--- src/logic/ptw_pkg.sv ---
// Sv39 page table walker package with widths, bus records, entry layout and encodings
`default_nettype none

package ptw_pkg;

    // Address and field widths for single-stage Sv39
    localparam int VA_W    = 39;
    localparam int PA_W    = 56;
    localparam int PPN_W   = 44;
    localparam int VPN_W   = 27;
    localparam int PSCID_W = 20;
    localparam int CAUSE_W = 12;

    // Sv39 page table entry, MSB first
    typedef struct packed {
        logic [9:0]       reserved;
        logic [PPN_W-1:0] ppn;
        logic [1:0]       rsw;
        logic             d;
        logic             a;
        logic             g;
        logic             u;
        logic             x;
        logic             w;
        logic             r;
        logic             v;
    } pte_t;

    // Walk level, LVL1 maps 1G, LVL2 maps 2M, LVL3 maps 4K
    typedef enum logic [1:0] {
        LVL1,
        LVL2,
        LVL3
    } lvl_e;

    // Walker FSM states
    typedef enum logic [1:0] {
        IDLE,
        MEM_ACCESS,
        PROC_PTE,
        ERROR
    } state_e;

    // IOMMU fault cause codes reported by the walker
    typedef enum logic [CAUSE_W-1:0] {
        LOAD_PAGE_FAULT    = 12'd13,
        STORE_PAGE_FAULT   = 12'd15,
        PT_DATA_CORRUPTION = 12'd274
    } cause_e;

    // Read port, request side
    typedef struct packed {
        logic            ar_valid;
        logic [PA_W-1:0] ar_addr;
        logic            r_ready;
    } mem_req_t;

    // Read port, response side
    typedef struct packed {
        logic        ar_ready;
        logic        r_valid;
        logic [63:0] r_data;
        logic        r_err;
    } mem_rsp_t;

    // Translation request from the IOTLB miss path
    typedef struct packed {
        logic [VA_W-1:0]    iova;
        logic [PSCID_W-1:0] pscid;
        logic               is_store;
    } walk_req_t;

    // IOTLB fill record
    typedef struct packed {
        logic [VPN_W-1:0]   vpn;
        logic [PSCID_W-1:0] pscid;
        logic               is_2m;
        logic               is_1g;
        pte_t               content;
    } iotlb_up_t;

    // Entry classification
    typedef struct packed {
        logic   leaf;
        logic   fault;
        cause_e cause;
    } pte_chk_t;

endpackage

`default_nettype wire
--- src/logic/ptw_top.sv ---
// Sv39 IOMMU page table walker top, control FSM with pointer, check and context datapath
`timescale 1ns/1ps
`default_nettype none

module ptw_top import ptw_pkg::*; (
    input  logic             clk_i,
    input  logic             rst_ni,
    input  logic             init_ptw_i,
    input  walk_req_t        req_i,
    input  logic [PPN_W-1:0] root_ppn_i,
    input  mem_rsp_t         mem_rsp_i,
    output mem_req_t         mem_req_o,
    output logic             ptw_active_o,
    output logic             update_o,
    output iotlb_up_t        up_o,
    output logic             ptw_error_o,
    output cause_e           cause_o
);

    logic            ar_valid;
    logic            r_ready;
    logic            load_root;
    logic            capture;
    logic            step;
    logic            leaf_ok;
    lvl_e            lvl;
    pte_chk_t        chk;
    walk_req_t       ctx;
    pte_t            pte;
    logic [PA_W-1:0] pptr;
    logic [VA_W-1:0] walk_iova;

    assign pte = pte_t'(mem_rsp_i.r_data);

    // Root pointer is built before the context register holds the request
    assign walk_iova = load_root ? req_i.iova : ctx.iova;

    assign mem_req_o.ar_valid = ar_valid;
    assign mem_req_o.ar_addr  = pptr;
    assign mem_req_o.r_ready  = r_ready;

    ptw_ctrl u_ctrl (
        .clk_i        (clk_i),
        .rst_ni       (rst_ni),
        .init_ptw_i   (init_ptw_i),
        .mem_rsp_i    (mem_rsp_i),
        .chk_i        (chk),
        .ar_valid_o   (ar_valid),
        .r_ready_o    (r_ready),
        .load_root_o  (load_root),
        .capture_o    (capture),
        .step_o       (step),
        .leaf_ok_o    (leaf_ok),
        .lvl_o        (lvl),
        .ptw_active_o (ptw_active_o),
        .update_o     (update_o),
        .ptw_error_o  (ptw_error_o),
        .cause_o      (cause_o)
    );

    ptw_addr_gen u_addr_gen (
        .clk_i       (clk_i),
        .rst_ni      (rst_ni),
        .load_root_i (load_root),
        .step_i      (step),
        .lvl_i       (lvl),
        .root_ppn_i  (root_ppn_i),
        .iova_i      (walk_iova),
        .pte_i       (pte),
        .pptr_o      (pptr)
    );

    ptw_pte_check u_pte_check (
        .pte_i      (pte),
        .bus_err_i  (mem_rsp_i.r_err),
        .lvl_i      (lvl),
        .is_store_i (ctx.is_store),
        .chk_o      (chk)
    );

    ptw_walk_ctx u_walk_ctx (
        .clk_i     (clk_i),
        .rst_ni    (rst_ni),
        .capture_i (capture),
        .step_i    (step),
        .leaf_ok_i (leaf_ok),
        .req_i     (req_i),
        .pte_i     (pte),
        .lvl_i     (lvl),
        .ctx_o     (ctx),
        .up_o      (up_o)
    );

endmodule

`default_nettype wire

--- src/logic/ptw_ctrl.sv ---
// Walker control FSM with start edge detect, level counter, read strobes and result pulses
`timescale 1ns/1ps
`default_nettype none

module ptw_ctrl import ptw_pkg::*; (
    input  logic     clk_i,
    input  logic     rst_ni,
    input  logic     init_ptw_i,
    input  mem_rsp_t mem_rsp_i,
    input  pte_chk_t chk_i,
    output logic     ar_valid_o,
    output logic     r_ready_o,
    output logic     load_root_o,
    output logic     capture_o,
    output logic     step_o,
    output logic     leaf_ok_o,
    output lvl_e     lvl_o,
    output logic     ptw_active_o,
    output logic     update_o,
    output logic     ptw_error_o,
    output cause_e   cause_o
);

    state_e state_q;
    state_e state_n;
    lvl_e   lvl_q;
    lvl_e   lvl_n;
    // Previous init level for rising edge detect
    logic   init_q;
    cause_e cause_q;
    logic   start;
    // Response consumed this cycle
    logic   rsp_take;

    assign start    = (state_q == IDLE) && init_ptw_i && !init_q;
    assign rsp_take = (state_q == PROC_PTE) && mem_rsp_i.r_valid;

    always_comb begin
        state_n = state_q;
        lvl_n   = lvl_q;
        case (state_q)
            IDLE: begin
                // Every walk starts at the root table
                if (start) begin
                    state_n = MEM_ACCESS;
                    lvl_n   = LVL1;
                end
            end
            MEM_ACCESS: begin
                // Hold request until accepted
                if (mem_rsp_i.ar_ready) begin
                    state_n = PROC_PTE;
                end
            end
            PROC_PTE: begin
                if (rsp_take) begin
                    if (chk_i.fault) begin
                        state_n = ERROR;
                    end else if (chk_i.leaf) begin
                        state_n = IDLE;
                    end else begin
                        // Pointer, descend one level
                        state_n = MEM_ACCESS;
                        lvl_n   = (lvl_q == LVL1) ? LVL2 : LVL3;
                    end
                end
            end
            default: begin
                state_n = IDLE;
            end
        endcase
    end

    always_ff @(posedge clk_i or negedge rst_ni) begin
        if (!rst_ni) begin
            state_q <= IDLE;
            lvl_q   <= LVL1;
            init_q  <= 1'b0;
        end else begin
            state_q <= state_n;
            lvl_q   <= lvl_n;
            init_q  <= init_ptw_i;
        end
    end

    // Cause of the faulting entry, reported in ERROR
    always_ff @(posedge clk_i) begin
        if (rsp_take && chk_i.fault) begin
            cause_q <= chk_i.cause;
        end
    end

    assign ar_valid_o   = (state_q == MEM_ACCESS);
    assign r_ready_o    = rsp_take;
    assign load_root_o  = start;
    assign capture_o    = start;
    assign step_o       = rsp_take && !chk_i.fault && !chk_i.leaf;
    assign leaf_ok_o    = rsp_take && !chk_i.fault && chk_i.leaf;
    assign update_o     = leaf_ok_o;
    assign lvl_o        = lvl_q;
    assign ptw_active_o = (state_q != IDLE);
    assign ptw_error_o  = (state_q == ERROR);
    assign cause_o      = (state_q == ERROR) ? cause_q : cause_e'('0);

    // A walk ends in exactly one way
    a_end_excl: assert property (
        @(posedge clk_i) disable iff (!rst_ni) !(update_o && ptw_error_o)
    );

    // Read request is not withdrawn before the slave takes it
    a_ar_hold: assert property (
        @(posedge clk_i) disable iff (!rst_ni)
        ar_valid_o && !mem_rsp_i.ar_ready |=> ar_valid_o
    );

endmodule

`default_nettype wire

--- src/logic/ptw_walk_ctx.sv ---
// Walk context registers holding the captured request and global bit, and the IOTLB fill record
`timescale 1ns/1ps
`default_nettype none

module ptw_walk_ctx import ptw_pkg::*; (
    input  logic      clk_i,
    input  logic      rst_ni,
    input  logic      capture_i,
    input  logic      step_i,
    input  logic      leaf_ok_i,
    input  walk_req_t req_i,
    input  pte_t      pte_i,
    input  lvl_e      lvl_i,
    output walk_req_t ctx_o,
    output iotlb_up_t up_o
);

    // Captured request
    walk_req_t ctx_q;
    // Set once a global pointer entry is seen on the current path
    logic      glob_q;
    // Walk in flight, closed by the leaf
    logic      open_q;

    always_ff @(posedge clk_i) begin
        if (capture_i) begin
            ctx_q <= req_i;
        end
    end

    always_ff @(posedge clk_i or negedge rst_ni) begin
        if (!rst_ni) begin
            glob_q <= 1'b0;
            open_q <= 1'b0;
        end else begin
            // New walk starts with a clean global flag
            if (capture_i) begin
                glob_q <= 1'b0;
            end else if (step_i && pte_i.g) begin
                glob_q <= 1'b1;
            end
            if (capture_i) begin
                open_q <= 1'b1;
            end else if (leaf_ok_i) begin
                open_q <= 1'b0;
            end
        end
    end

    assign ctx_o = ctx_q;

    // Fill record, valid in the cycle the leaf response is consumed
    always_comb begin
        up_o.vpn       = ctx_q.iova[VA_W-1:12];
        up_o.pscid     = ctx_q.pscid;
        up_o.is_2m     = (lvl_i == LVL2);
        up_o.is_1g     = (lvl_i == LVL1);
        up_o.content   = pte_i;
        // Global from any pointer on the path is inherited by the leaf
        up_o.content.g = pte_i.g | glob_q;
    end

    // A leaf is accepted only inside a walk opened by a capture
    a_leaf_after_capture: assert property (
        @(posedge clk_i) disable iff (!rst_ni) leaf_ok_i |-> open_q
    );

endmodule

`default_nettype wire

--- src/logic/ptw_addr_gen.sv ---
// Page table pointer generator, forms the next entry address from the root or the last pointer
`timescale 1ns/1ps
`default_nettype none

module ptw_addr_gen import ptw_pkg::*; (
    input  logic             clk_i,
    input  logic             rst_ni,
    input  logic             load_root_i,
    input  logic             step_i,
    input  lvl_e             lvl_i,
    input  logic [PPN_W-1:0] root_ppn_i,
    input  logic [VA_W-1:0]  iova_i,
    input  pte_t             pte_i,
    output logic [PA_W-1:0]  pptr_o
);

    logic [PA_W-1:0] pptr_q;
    logic [PA_W-1:0] pptr_n;
    // VPN slice indexing the next table
    logic [8:0]      vpn_next;

    // Pointer taken at LVL1 leads to the LVL2 table, VPN[1]
    // Pointer taken at LVL2 leads to the LVL3 table, VPN[0]
    always_comb begin
        if (lvl_i == LVL1) begin
            vpn_next = iova_i[29:21];
        end else begin
            vpn_next = iova_i[20:12];
        end
    end

    always_comb begin
        pptr_n = pptr_q;
        // Root table, indexed by VPN[2]
        if (load_root_i) begin
            pptr_n = {root_ppn_i, iova_i[38:30], 3'b000};
        end else if (step_i) begin
            pptr_n = {pte_i.ppn, vpn_next, 3'b000};
        end
    end

    always_ff @(posedge clk_i or negedge rst_ni) begin
        if (!rst_ni) begin
            pptr_q <= '0;
        end else begin
            pptr_q <= pptr_n;
        end
    end

    assign pptr_o = pptr_q;

    // Entries are 64 bit, every read is doubleword aligned
    a_pptr_aligned: assert property (
        @(posedge clk_i) disable iff (!rst_ni) pptr_q[2:0] == 3'b000
    );

endmodule

`default_nettype wire

--- src/logic/ptw_pte_check.sv ---
// Sv39 entry checker, classifies a returned entry as leaf, pointer or fault with its cause
`timescale 1ns/1ps
`default_nettype none

module ptw_pte_check import ptw_pkg::*; (
    input  pte_t     pte_i,
    input  logic     bus_err_i,
    input  lvl_e     lvl_i,
    input  logic     is_store_i,
    output pte_chk_t chk_o
);

    logic is_leaf;
    logic bad_enc;
    logic bad_rsvd;
    logic bad_ptr;
    logic bad_leaf;
    logic misaligned;
    logic pf;

    // R or X set marks a leaf, otherwise a pointer
    assign is_leaf = pte_i.r | pte_i.x;

    always_comb begin
        // Not valid, or writable without read
        bad_enc    = !pte_i.v || (!pte_i.r && pte_i.w);
        // Bits 63:54 must be zero
        bad_rsvd   = |pte_i.reserved;
        // A, D, U reserved on pointers; no pointer allowed at the last level
        bad_ptr    = !is_leaf && (pte_i.a || pte_i.d || pte_i.u || (lvl_i == LVL3));
        // Superpage ppn low bits must be clear
        misaligned = ((lvl_i == LVL1) && (|pte_i.ppn[17:0]))
                  || ((lvl_i == LVL2) && (|pte_i.ppn[8:0]));
        // Access needs A and R, a store also needs D
        bad_leaf   = is_leaf && (misaligned || !pte_i.a || !pte_i.r
                  || (is_store_i && !pte_i.d));
        pf         = bad_enc || bad_rsvd || bad_ptr || bad_leaf;
    end

    always_comb begin
        chk_o.fault = bus_err_i || pf;
        chk_o.leaf  = is_leaf && !chk_o.fault;
        // Bus error takes priority over any page fault
        if (bus_err_i) begin
            chk_o.cause = PT_DATA_CORRUPTION;
        end else if (is_store_i) begin
            chk_o.cause = STORE_PAGE_FAULT;
        end else begin
            chk_o.cause = LOAD_PAGE_FAULT;
        end
    end

endmodule

`default_nettype wire

--- config.mk ---
export PLATFORM = sky130hd
export DESIGN_NAME = ptw_top
export DESIGN_NICKNAME = d
export VERILOG_FILES = /design/src/logic/ptw_pkg.sv /design/src/logic/ptw_top.sv /design/src/logic/ptw_ctrl.sv /design/src/logic/ptw_walk_ctx.sv /design/src/logic/ptw_addr_gen.sv /design/src/logic/ptw_pte_check.sv
export SDC_FILE = /design/constraint.sdc
export NUM_CORES = 1
export LEC_CHECK = 0
export BUFFER_PORTS_ARGS = -buffer_cell sky130_fd_sc_hd__buf_2
export CAP_MARGIN = 40
export CORE_AREA = 2 2 140 142
export CTS_CLUSTER_DIAMETER = 50
export DETAILED_ROUTE_END_ITERATION = 16
export DIE_AREA = 0 0 142 144
export PLACE_DENSITY = 0.65
export SLEW_MARGIN = 15
export SYNTH_ARGS = -nofsm -noshare
export SYNTH_HDL_FRONTEND = slang
export SYNTH_SLANG_ARGS = --single-unit
--- constraint.sdc ---
create_clock -name clk_i -period 2.3 [get_ports clk_i]
set_clock_uncertainty 0.2 [all_clocks]
set_input_delay 0.115 -clock clk_i [delete_from_list [all_inputs] [get_ports clk_i]]
set_output_delay 0.115 -clock clk_i [all_outputs]
set_load 0.02 [all_outputs]
# --- Word-level counts from Yosys, hierarchy flattened ---
# Index checks and enable logic that the tools add are counted.
totals:
  regBits: 134
  word_cells: 87
  output_inout_bits: 186
classes:
  n_eq_ne: 10
  muxes: 20
  n_reduce_logical: 46
  bitwise: 2
ops:
  columns: ["cell", "count"]
  rows:
  - ["$mux W56", 2]
  - ["$mux W39", 1]
  - ["$mux W2", 10]
  - ["$reduce_or A18 Y1", 1]
  - ["$logic_and A1 B1 Y1", 15]
  - ["$logic_or A1 B1 Y1", 12]
  - ["$mux W12", 1]
  - ["$reduce_or A10 Y1", 1]
  - ["$mux W9", 1]
  - ["$reduce_or A9 Y1", 1]
  - ["$logic_not A1 Y1", 8]
  - ["$ne A2 B2 Y1 const B", 4]
  - ["$reduce_bool A2 Y1", 4]
  - ["$eq A2 B2 Y1 const B", 3]
  - ["$pmux W2 S3", 1]
  - ["$reduce_and A5 Y1", 1]
  - ["$eq A2 B1 Y1 const B", 2]
  - ["$logic_not A2 Y1", 2]
  - ["$pmux W2 S2", 1]
  - ["$mux W1", 3]
  - ["$reduce_and A3 Y1", 1]
  - ["$ne A2 B1 Y1 const B", 1]
  - ["$or A1 B1 Y1", 2]

# --- Depth between registers and ports, before layout ---
# Gate-level depths: netlist of run 1.
logic_depth:
  word_depth: 16
  ltp_mapped: 8

# --- By module ---
# Synthesis of run 1 repeated with hierarchy kept, for this count alone.
hier_totals:
  cells_unflattened: 550
  area_unflattened_um2: 6756.5
by_module_without_submodules:
  columns: ["module", "area_each_um2", "instances", "cells_each", "seq_area_each_um2"]
  rows:
  - ["ptw_walk_ctx", 2677.6, 1, 176, 1826.8]
  - ["ptw_addr_gen", 2563.7, 1, 235, 1326.3]
  - ["ptw_ctrl", 763.2, 1, 61, 485.5]
  - ["ptw_top", 533.0, 1, 45, 0.0]
  - ["ptw_pte_check", 219.0, 1, 33, 0.0]

# --- Worst setup path before layout of run 1 ---
# OpenSTA, ideal clock, no wires.
synth_path:
  path_kind: "reg2reg"
  start: "reg u_ctrl.state_q[1]"
  end: "reg u_walk_ctx.ctx_q, in the netlist u_walk_ctx.ctx_o[0] (enable)"
  stages_incl_launch_ff: 6
  required_time_ns: 1.713
  arrival_ns: 1.925
  period_less_slack_ns: 2.512
  setup_slack_ns: -0.212
  cell_sequence: "dfrtp_1 > buf_6 > or4b_4 > buf_6 > inv_2 > buf_2"
synth_between:
  elab_chain_len: 3
synth_lines:
  columns: ["item", "line_no", "rtl"]
  rows:
  - ["start: declaration", "ptw_ctrl.sv:24", "state_e state_q;"]
  - ["start signal: assignment", "ptw_ctrl.sv:80", "state_q <= state_n;"]
  - ["$logic_not A2 Y1", "ptw_ctrl.sv:35", "assign start = (state_q == IDLE) && init_ptw_i && !init_q;"]
  - ["$logic_and A1 B1 Y1 (2 in series)", "ptw_ctrl.sv:35", null]
  - ["named net capture", "ptw_top.sv:23", "logic capture;"]
  - ["end signal: assignment", "ptw_walk_ctx.sv:27", "ctx_q <= req_i;"]
  - ["end: declaration", "ptw_walk_ctx.sv:19", "walk_req_t ctx_q;"]
# The timed path passes the listed nets, and every way through them passes these cells.
# A chain may end at the register's enable or synchronous reset.

# --- Worst setup path after layout of run 1 ---
layout_path:
  start: "in mem_rsp_i[19] (netlist name)"
  end: "out update_o"
layout_between:
  elab_chain_len: 12
  elab_cells_between_ends: 15
layout_lines:
  columns: ["item", "line_no", "rtl"]
  rows:
  - ["start: declaration", "ptw_top.sv:11", "input mem_rsp_t mem_rsp_i,"]
  - ["$reduce_or A18 Y1 / $reduce_or A9 Y1 (equally long branches)", "ptw_pte_check.sv:32, ptw_pte_check.sv:33", null]
  - ["$logic_and A1 B1 Y1 (on tied branches)", "ptw_pte_check.sv:32, ptw_pte_check.sv:33", null]
  - ["$logic_or A1 B1 Y1 (*)", "ptw_pte_check.sv:33", "|| ((lvl_i == LVL2) && (|pte_i.ppn[8:0]));"]
  - ["$logic_or A1 B1 Y1 (*) (2 in series)", "ptw_pte_check.sv:35", "bad_leaf = is_leaf && (misaligned || !pte_i.a || !pte_i.r"]
  - ["$logic_or A1 B1 Y1 (*)", "ptw_pte_check.sv:36", "|| (is_store_i && !pte_i.d));"]
  - ["$logic_and A1 B1 Y1 (*)", "ptw_pte_check.sv:35", null]
  - ["$logic_or A1 B1 Y1 (*)", "ptw_pte_check.sv:37", "pf = bad_enc || bad_rsvd || bad_ptr || bad_leaf;"]
  - ["$logic_or A1 B1 Y1 (*)", "ptw_pte_check.sv:41", "chk_o.fault = bus_err_i || pf;"]
  - ["$logic_not A1 Y1 (*)", "ptw_ctrl.sv:98, ptw_pte_check.sv:42", null]
  - ["$logic_and A1 B1 Y1 (on tied branches)", "ptw_ctrl.sv:98, ptw_pte_check.sv:42", null]
  - ["$logic_and A1 B1 Y1 (*)", "ptw_ctrl.sv:98", "assign leaf_ok_o = rsp_take && !chk_i.fault && chk_i.leaf;"]
  - ["end: declaration", "ptw_top.sv:14", "output logic update_o,"]
# Every way passes the cells marked *; elsewhere a longest branch is shown, timed or not.

==> run metrics, run 1 <==
cells traversed along the worst timing path=dlygate4sd3_1, buf_2, nor3_1, a31oi_1, nor3_1, and3_1, buf_2; Pwr per Cell Area=roughly 900 nW/um2; total routed wirelength=between 15 and 20 mm; CTS Sinks=110; part of the total power dissipated in combinational logic=0.399; buffer and inverter count on the worst path=3; final count of pins violating max slew=0; data arrival time of the critical path=between 1.5 and 2 ns; synthesis-to-finish area growth=61.9%; worst hold-check path type=primary input to output port; area post-placement=between 6000 and 7000 um2; startpoint type of the worst setup path=primary input; ys flop type=sky130_fd_sc_hd__dfrtp_1; summed negative setup slack over all endpoints=0 ns; RSZ-0062 raised after global routing=no; Clock Power Share=0.220; total core area=19,100 um2; most frequent standard cell in the layout excluding fill and tap cells=sky130_fd_sc_hd__buf_2; total net switching power=3020 uW; global placer's final weighted congestion=between 0.7 and 0.8; result of the run=finished clean; Inserted Clock Buffers=9; latest clock arrival within the worst-skew pair=~0.36 ns; post-synth design cell area=~5300 um2; warning count from the yosys run=0; mean area per synthesized cell=11.1 um2; worst path required time=between 1.5 and 2 ns; amount of wire on met2 after detailed routing=~9.9 mm; average wire per cell in the routed design=around 17 um; Worst path slowest cell=sky130_fd_sc_hd__dlygate4sd3_1; CTS H-tree lvls=3; floorplan die height=144 um; CP peak stage delay=about 0.54 ns; largest vdd supply drop=~0.40 mV; Seq/Total Area, Yosys=0.570; part of the total power dissipated in sequential elements=0.381; ANT nets after route=0; clock tree from TritonCTS=yes; gate count of the mapped netlist=roughly 480; global route overflow=0; antenna violations before repair=0; Initial Utilization=0.277; cell area after layout=roughly 8500 um2; width of the chip=about 140 um; top sig layer=met4; detailed-router iteration count before antenna repair=4; number of antenna diodes=0; Routed met1 length=7.51 mm; Setup Fix Bufs, Post-CTS=0; Internal Dissipation=4690 uW; layout cell share with drive strength beyond 1=0.441; number of flops mapped to enable cells by yosys=51; clock buffer depth=2; fraction of synthesized cell area taken by the top area cell type=0.290; proportion of synthesized flip-flops having asynchronous set or reset=0.536; number of storage elements in the synthesis netlist=110; Final Cycle Share=0.960; Critical path origin=mem_rsp_i[19]; main area contributors after synthesis=sky130_fd_sc_hd__edfxtp_1, sky130_fd_sc_hd__dfrtp_1, sky130_fd_sc_hd__buf_4; FP Rows=51; critical setup path kind=primary input to output port; number of maximum-capacitance constraint violations=0; All-Layer GR Usage=0.182; buffers added on ports=334; global-route wire length before repair=~29 mm; R2R depth=6; setup violation total in the final timing report=0; flop-to-flop setup slack=0.16 ns; number of global-route vias before repair=roughly 5,400; via count=between 5,000 and 6,000; critical path capture point type=output port; number of primary I/O pins=360; overall die area=around 20,000 um2; detailed router's first-iteration violation count=270; pin count of the biggest net entering global routing=60; met3 WL post-DR=around 1.4 mm; Reg-to-Reg Start=u_ctrl.state_q[1]; switching fraction of total power=0.392; leakage dissipation=0.00391 uW; distinct cell type count after synthesis=41; Crit path max-delay family=buffers and inverters; HPWL after DPL=about 13 mm; count of nets after finishing=approximately 1,100; clock root buffer master=sky130_fd_sc_hd__clkbuf_16; Setup crit end=update_o; critical register-to-register path endpoint=u_addr_gen.pptr_o[54]; number of design rule violations left after detail routing=0; Achievable Freq=453 MHz; crit path max fanout=3; final-report hold violation count=0; Final Critical Period=roughly 2.2 ns; Crit. path cell count=7; post-detailed-route via-to-cell ratio=about 4.7; commonest non-fill, non-tap cells in the layout=sky130_fd_sc_hd__buf_2, sky130_fd_sc_hd__dlygate4sd3_1, sky130_fd_sc_hd__dfrtp_1; most area-hungry cell type in the Yosys netlist=sky130_fd_sc_hd__edfxtp_1
## worst min path at each step
stage | to | start | cells past startpoint | slack (ns)
global placement | u_addr_gen.pptr_o[18] | rst_ni | 2 | -0.06
floorplan | u_addr_gen.pptr_o[10] | rst_ni | 0 | -0.38
CTS | up_o[8] | mem_rsp_i[9] | 0 | 0.03
finish | up_o[8] | mem_rsp_i[9] | 0 | 0.03
detailed placement | u_addr_gen.pptr_o[18] | rst_ni | 2 | -0.05
global route | up_o[9] | mem_rsp_i[10] | 0 | 0.03
## logic make-up (layout without fill, tap and decap cells)
logic type      after synthesis  count (layout)  share of synthesized area
mux                           4               4                    0.00854
buf+inv                     117             523                      0.151
compound gates              126             126                      0.160
other cells                   1               9                   0.000711
flops                       110             110                      0.570
simple gates                119             119                      0.110
## metrics by stage
step	instances	hold WS (ns)	total power, uW	worst slack, ns	util
3_5_place_dp	970	-0.0501	5840	0.167	0.355
5_1_grt	1129	0.0302	8160	0.0140	0.448
4_1_cts	1129	0.0302	7760	0.00294	0.447
6_report	1129	0.0301	7720	0.0914	0.448
3_3_place_gp	969	-0.0561	5770	-0.0162	0.354
2_1_floorplan	485	-0.381	4810	0.0573	-
## flip-flops by register name (all words and copies together), names as in the netlist
register	flops
u_addr_gen.pptr_o	53
u_walk_ctx.ctx_o	48
u_ctrl.cause_q	3
u_ctrl.lvl_o	2
u_ctrl.state_q	2
u_ctrl.init_q	1
u_walk_ctx.glob_q	1
## layout make-up
type	instances	area, um2
multi-input combinational	258	1540
clock buffer	9	225
fill	1769	10500
tap	238	298
sequential	110	3010
timing repair buffer	501	3350
inverter	6	23.8
clock inverter	7	98.8
## synth_stat cells (2+ instances only)
| master | count |
|---|---|
| sky130_fd_sc_hd__a2111oi_0 | 4 |
| sky130_fd_sc_hd__a21oi_1 | 27 |
| sky130_fd_sc_hd__a221o_1 | 20 |
| sky130_fd_sc_hd__a31oi_1 | 32 |
| sky130_fd_sc_hd__and3_1 | 4 |
| sky130_fd_sc_hd__buf_2 | 20 |
| sky130_fd_sc_hd__buf_4 | 78 |
| sky130_fd_sc_hd__buf_6 | 5 |
| sky130_fd_sc_hd__clkbuf_1 | 8 |
| sky130_fd_sc_hd__dfrtp_1 | 59 |
| sky130_fd_sc_hd__edfxtp_1 | 51 |
| sky130_fd_sc_hd__inv_1 | 4 |
| sky130_fd_sc_hd__inv_2 | 2 |
| sky130_fd_sc_hd__mux2_2 | 4 |
| sky130_fd_sc_hd__nand2_1 | 27 |
| sky130_fd_sc_hd__nand3_1 | 29 |
| sky130_fd_sc_hd__nor2_1 | 36 |
| sky130_fd_sc_hd__nor2b_1 | 6 |
| sky130_fd_sc_hd__nor3_1 | 4 |
| sky130_fd_sc_hd__nor4_1 | 2 |
| sky130_fd_sc_hd__nor4_2 | 2 |
| sky130_fd_sc_hd__o21ai_0 | 28 |
| sky130_fd_sc_hd__o31ai_1 | 6 |
| sky130_fd_sc_hd__or2_2 | 2 |
## what timing repair did
action                                 4_1_cts  5_1_grt
hold buffers                               143        0
setup endpoints to repair                    0        5
endpoints found under the hold margin      167        0
resized for setup                            0        3
## worst register-to-register path: stages (launching register included)
cell and delay [ns]:
sky130_fd_sc_hd__dfrtp_1 0.38, sky130_fd_sc_hd__buf_4 0.17, sky130_fd_sc_hd__or4b_4 0.58, sky130_fd_sc_hd__buf_4 0.25, sky130_fd_sc_hd__nand2_1 0.13, sky130_fd_sc_hd__a21oi_1 0.05
sky130_fd_sc_hd__a221o_1 0.27
## layer usage
metal / up-vias / track usage
met4: 0 / 0.0616
met1: 2507 / 0.215
met3: 28 / 0.0407
met5: - / 0
li1: 2491 / -
met2: 286 / 0.328
## power groups by stage
| stage | Combinational (uW) | Sequential [uW] | Clock [uW] |
|---|---|---|---|
| finish | 3080 | 2940 | 1700 |
| global route | 3330 | 3010 | 1820 |
| CTS | 3070 | 2940 | 1760 |
| detailed placement | 2870 | 2970 | 0 |
| global placement | 2820 | 2950 | 0 |
| floorplan | 1160 | 3650 | 0 |
Note: power is estimated with default switching activity, not from simulation.
==> run 2, diff against run 1 <==
Settings changed: CELL_PAD_IN_SITES_DETAIL_PLACEMENT set to 0, CELL_PAD_IN_SITES_GLOBAL_PLACEMENT set to 1, CORE_AREA 2 2 140 142 to unset, CORE_ASPECT_RATIO set to 0.75, CORE_UTILIZATION set to 27, DIE_AREA 0 0 142 144 to unset, PLACE_DENSITY 0.65 to 0.82.
==> run 2 against run 1 <==
Against the previous run: cell area down 0.47%; cell count up 0.53%; critical path depth unchanged; worst hold slack about the same; non-clock buffer count down 3.
==> run metrics, run 2 (synthesized netlist as in run 1, its figures left out) <==
result of the run=finished clean; worst hold-check path type=primary input to output port; actual transition at the worst max-transition pin=0.595 ns; layout cell share with drive strength beyond 1=0.443; crit path max fanout=3; leakage dissipation=between 0.003 and 0.004 uW; Worst Hold End=up_o[9]; critical register-to-register path endpoint=u_addr_gen.pptr_o[34]; via count=roughly 5,400; HPWL after DPL=12.6 mm; clock buffer depth=2; smallest setup slack after layout=slightly below 0.09 ns; startpoint type of the worst setup path=primary input; final-report hold violation count=0; largest vdd supply drop=0.541 mV; number of global-route vias before repair=approximately 5,200; detailed router's first-iteration violation count=~380; number of antenna diodes=0; hold path cells=0; floorplan die height=approximately 120 um; CTS H-tree lvls=3; Initial Utilization=0.280; Reg-to-Reg Start=u_ctrl.state_q[1]; ANT nets after route=0; post-detailed-route via-to-cell ratio=between 4 and 5; Pwr per Cell Area=~900 nW/um2; number of maximum-capacitance constraint violations=0; data arrival time of the critical path=2.24 ns; clock transition at the register clock pins on the worst setup and hold paths after CTS=~0.07 ns; total routed wirelength=19.3 mm; overall die area=around 20,000 um2; clock root buffer master=sky130_fd_sc_hd__clkbuf_16; top sig layer=met4; antenna violations before repair=0; met3 WL post-DR=between 1.5 and 2 mm; FP Rows=43; Achievable Freq=~450 MHz; Routed met1 length=between 7 and 8 mm; Final Critical Period=roughly 2.2 ns; CTS Sinks=110; buffers added on ports=around 330; global route overflow=0; critical setup path kind=primary input to flip-flop; setup violation total in the final timing report=0; worst slew slack as a fraction of its limit=0.603; number of design rule violations left after detail routing=0; commonest non-fill, non-tap cells in the layout=sky130_fd_sc_hd__buf_2, sky130_fd_sc_hd__dlygate4sd3_1, sky130_fd_sc_hd__dfrtp_1; total core area=around 19,000 um2; Inserted Clock Buffers=9; hold path startpoint=mem_rsp_i[10]; number of primary I/O pins=between 300 and 400; clock tree from TritonCTS=yes; most frequent standard cell in the layout excluding fill and tap cells=sky130_fd_sc_hd__buf_2; flip-flop count of the largest register, all copies and words added=53; average wire per cell in the routed design=about 17 um; width of the chip=between 150 and 200 um; Power, Total=7610 uW; final count of pins violating max slew=0; detailed-router iteration count before antenna repair=5; All-Layer GR Usage=0.185; amount of wire on met2 after detailed routing=about 9.6 mm; Final Cycle Share=0.962; latest clock arrival within the worst-skew pair=0.36 ns; flop-to-flop setup slack=roughly 0.12 ns; R2R depth=6; pin count of the biggest net entering global routing=between 60 and 70; count of nets after finishing=between 1,000 and 1,500; critical path capture point type=flip-flop; global-route wire length before repair=between 20 and 30 mm; synthesis-to-finish area growth=61.2%; global placer's final weighted congestion=about 0.8; minimum setup slack after placement=0.0728 ns; worst path required time=between 2 and 2.5 ns
[run 2: cell types whose count changed in the layout (fill, tap and decap cells not counted), moves of 2 or more]
cell | before | now
sky130_fd_sc_hd__buf_4 | 18 | 16
sky130_fd_sc_hd__nor4_1 | 2 | 0
sky130_fd_sc_hd__clkinv_8 | 2 | 0
sky130_fd_sc_hd__nor3_1 | 4 | 2
sky130_fd_sc_hd__dlygate4sd3_1 | 143 | 145
sky130_fd_sc_hd__inv_6 | 0 | 2
sky130_fd_sc_hd__nor3_2 | 0 | 2
sky130_fd_sc_hd__buf_12 | 5 | 3
sky130_fd_sc_hd__nor4_2 | 1 | 4
[run 2: power breakdown]
part	internal, uW	leakage [uW]	switching [uW]
Clock	786	0.000150	851
Combinational	1190	0.00256	1820
Sequential	2670	0.00116	297
Total	4640	0.00388	2970
[run 2: critical path: stages]
cell and delay (ns):
sky130_fd_sc_hd__dlygate4sd3_1 0.53, sky130_fd_sc_hd__buf_2 0.15, sky130_fd_sc_hd__nor4_2 0.30, sky130_fd_sc_hd__a31oi_2 0.18
sky130_fd_sc_hd__o31ai_2 0.24, sky130_fd_sc_hd__a41oi_1 0.14, sky130_fd_sc_hd__dlygate4sd3_1 0.58
[run 2: final cells by class]
type | count | area (um2)
Fill cell | 1736 | 10300
Timing Repair Buffer | 498 | 3300
Sequential cell | 110 | 3010
Multi-Input combinational cell | 258 | 1560
Tap cell | 247 | 309
Clock buffer | 9 | 225
Clock inverter | 7 | 76.3
Inverter | 6 | 22.5
[run 2: repair_timing]
| item | CTS | global route |
|---|---|---|
| endpoints found under the hold margin | 167 | 0 |
| hold buffers | 145 | 0 |
| setup buffers | 0 | 1 |
| setup endpoints to repair | 0 | 52 |
| resized for setup | 0 | 6 |
[run 2: metrics by stage]
step	utilization	area [um2]	hold WS (ns)	setup TNS, ns	instances
4_1_cts	0.449	8460	0.0301	0	1134
5_1_grt	0.452	8500	0.0301	-0.00866	1135
3_3_place_gp	0.356	6710	-0.154	0	973
2_1_floorplan	-	5310	-0.381	0	485
6_report	0.452	8500	0.0301	0	1135
3_5_place_dp	0.356	6710	-0.158	0	973
[run 2: worst max path at each step]
| stage | startpoint | end | slack, ns |
|---|---|---|---|
| floorplan | u_ctrl.state_q[1] | u_walk_ctx.ctx_o[0] | 0.06 |
| global placement | u_ctrl.state_q[1] | u_addr_gen.pptr_o[31] | 0.11 |
| detailed placement | u_ctrl.state_q[1] | u_addr_gen.pptr_o[32] | 0.07 |
| CTS | mem_rsp_i[26] | u_ctrl.state_q[1] | 0.009 |
| global route | mem_rsp_i[14] | u_ctrl.state_q[1] | -0.009 |
| finish | mem_rsp_i[14] | u_ctrl.state_q[1] | 0.09 |
[run 2: metal layers]
| metal | vias up | track usage |
|---|---|---|
| met4 | 0 | 0.0683 |
| met3 | 33 | 0.0456 |
| li1 | 2472 | - |
| met1 | 2599 | 0.217 |
| met2 | 318 | 0.327 |
| met5 | - | 0 |
==> run 3, diff against run 2 <==
Settings changed: CORE_ASPECT_RATIO 0.75 to 0.6, PLACE_DENSITY 0.82 to 0.78.
==> run 3 against run 2 <==
Against the previous run: worst setup slack gained 0.0024 ns; fmax grew 0.11%; clock-buffer cell count rose by 1; largest cell class unchanged; highest routed layer unchanged; core utilization fell by 0.29 points; via count shrank 1.8%; worst hold slack about the same.
==> run metrics, run 3 (synthesized netlist as in run 1, its figures left out) <==
number of global-route vias before repair=slightly above 5,000; via count=roughly 5,300; crit path max fanout=3; commonest non-fill, non-tap cells in the layout=sky130_fd_sc_hd__buf_2, sky130_fd_sc_hd__dlygate4sd3_1, sky130_fd_sc_hd__dfrtp_1; result of the run=finished clean; clock buffer depth=2; Final Cycle Share=0.961; clock root buffer master=sky130_fd_sc_hd__clkbuf_16; Pwr per Cell Area=between 800 and 900 nW/um2; overall die area=slightly above 20,000 um2; hold path startpoint=mem_rsp_i[10]; global route hottest layer=met2; RSZ-0062 raised after global routing=no; Final Critical Period=around 2.2 ns; CTS Sinks=110; global placer's final weighted congestion=approximately 0.74; smallest setup slack after layout=0.0899 ns; critical register-to-register path endpoint=u_addr_gen.pptr_o[54]; data arrival time of the critical path=2.24 ns; average wire per cell in the routed design=approximately 17 um; FP Rows=39; number of primary I/O pins=360; Critical path origin=mem_rsp_i[28]; critical path capture point type=flip-flop; CTS H-tree lvls=3; minimum setup slack after placement=around 0.11 ns; startpoint type of the worst setup path=primary input; final count of pins violating max slew=0; All-Layer GR Usage=0.179; largest vdd supply drop=0.375 mV; post-detailed-route via-to-cell ratio=around 4.6; detailed router's first-iteration violation count=roughly 320; global route overflow=0; layout cell share with drive strength beyond 1=0.441; detailed-router iteration count before antenna repair=4; clock tree from TritonCTS=yes; Worst Hold End=up_o[9]; total core area=19,100 um2; worst hold-check path type=primary input to output port; final-report hold violation count=0; critical setup path kind=primary input to flip-flop; buffers added on ports=about 330; number of design rule violations left after detail routing=0; synthesis-to-finish area growth=62.2%; latest clock arrival within the worst-skew pair=around 0.34 ns; flip-flop count of the largest register, all copies and words added=53; floorplan die height=110 um; width of the chip=about 180 um; hold path cells=0; clock transition at the register clock pins on the worst setup and hold paths after CTS=0.08 ns; total routed wirelength=roughly 19 mm; met3 global-route usage=0.0404; R2R depth=7; count of nets after finishing=~1,100; global-route wire length before repair=27.4 mm; number of antenna diodes=0; actual transition at the worst max-transition pin=~0.70 ns; met1 track demand over resource=0.241; Setup Fix Bufs, Post-CTS=0; Reg-to-Reg Start=u_ctrl.state_q[0]; Initial Utilization=0.277; HPWL after DPL=12.9 mm; pin count of the biggest net entering global routing=between 50 and 60; flop-to-flop setup slack=about 0.17 ns; worst path required time=approximately 2.3 ns; Inserted Clock Buffers=9; ANT nets after route=0; most frequent standard cell in the layout excluding fill and tap cells=sky130_fd_sc_hd__buf_2; number of maximum-capacitance constraint violations=0; setup violation total in the final timing report=0; antenna violations before repair=0; worst slew slack as a fraction of its limit=0.533; global routing usage on met2=0.293; leakage dissipation=0.00389 uW; Achievable Freq=about 450 MHz; summed negative setup slack over all endpoints=0 ns
[run 3: cell types whose count changed in the layout (fill, tap and decap cells not counted), sizes merged]
cell         previous run  this run
buf                   353       355
inv                    12         9
clkinv                  1         3
clkbuf                  9        10
dlygate4sd3           145       143
[run 3: area by class of cell]
class	instances	area, um2
Clock buffer	10	229
Inverter	6	22.5
Tap cell	266	333
Sequential cell	110	3010
Clock inverter	6	55.1
Multi-Input combinational cell	258	1550
Fill cell	1806	10500
Timing Repair Buffer	498	3360
[run 3: where the power goes]
part	internal (uW)	switching, uW
combinational	1200	1820
sequential	2670	308
clock	759	768
[run 3: critical path: stages]
cell and delay, ns:
sky130_fd_sc_hd__dlygate4sd3_1 0.53, sky130_fd_sc_hd__buf_2 0.15, sky130_fd_sc_hd__nor3_4 0.20, sky130_fd_sc_hd__a311oi_1 0.14, sky130_fd_sc_hd__o31ai_1 0.38, sky130_fd_sc_hd__a41oi_1 0.15
sky130_fd_sc_hd__dlygate4sd3_1 0.57
[run 3: worst max path at each step]
stage / to / slack (ns) / depth (start not counted)
4_1_cts: u_ctrl.state_q[1] / 0.07 / 7
6_report: u_ctrl.state_q[1] / 0.09 / 7
2_1_floorplan: u_walk_ctx.ctx_o[0] / 0.06 / 5
5_1_grt: u_ctrl.state_q[1] / 0.009 / 7
3_3_place_gp: u_addr_gen.pptr_o[6] / 0.19 / 8
3_5_place_dp: u_addr_gen.pptr_o[6] / 0.11 / 8
[run 3: metrics by stage]
stage          instances  hold slack, ns   util  area [um2]  total power (uW)
2_1_floorplan        485          -0.381      -        5310              4810
5_1_grt             1154          0.0301  0.449        8560              7970
6_report            1154          0.0300  0.449        8560              7530
3_3_place_gp         995        -0.00584  0.357        6820              5770
3_5_place_dp         995       -0.000955  0.357        6820              5820
4_1_cts             1154          0.0301  0.447        8530              7580
[run 3: layer usage]
layer | up-vias | share of wire
met5 | - | 0
met4 | 0 | 0.0097
met3 | 21 | 0.062
met2 | 244 | 0.47
met1 | 2587 | 0.46
li1 | 2474 | -
[run 3: timing repair]
action / 4_1_cts / 5_1_grt
endpoints found under the hold margin: 134 / 0
gates resized for setup: 0 / 8
hold buffers: 143 / 0
endpoints found under the setup margin: 0 / 5
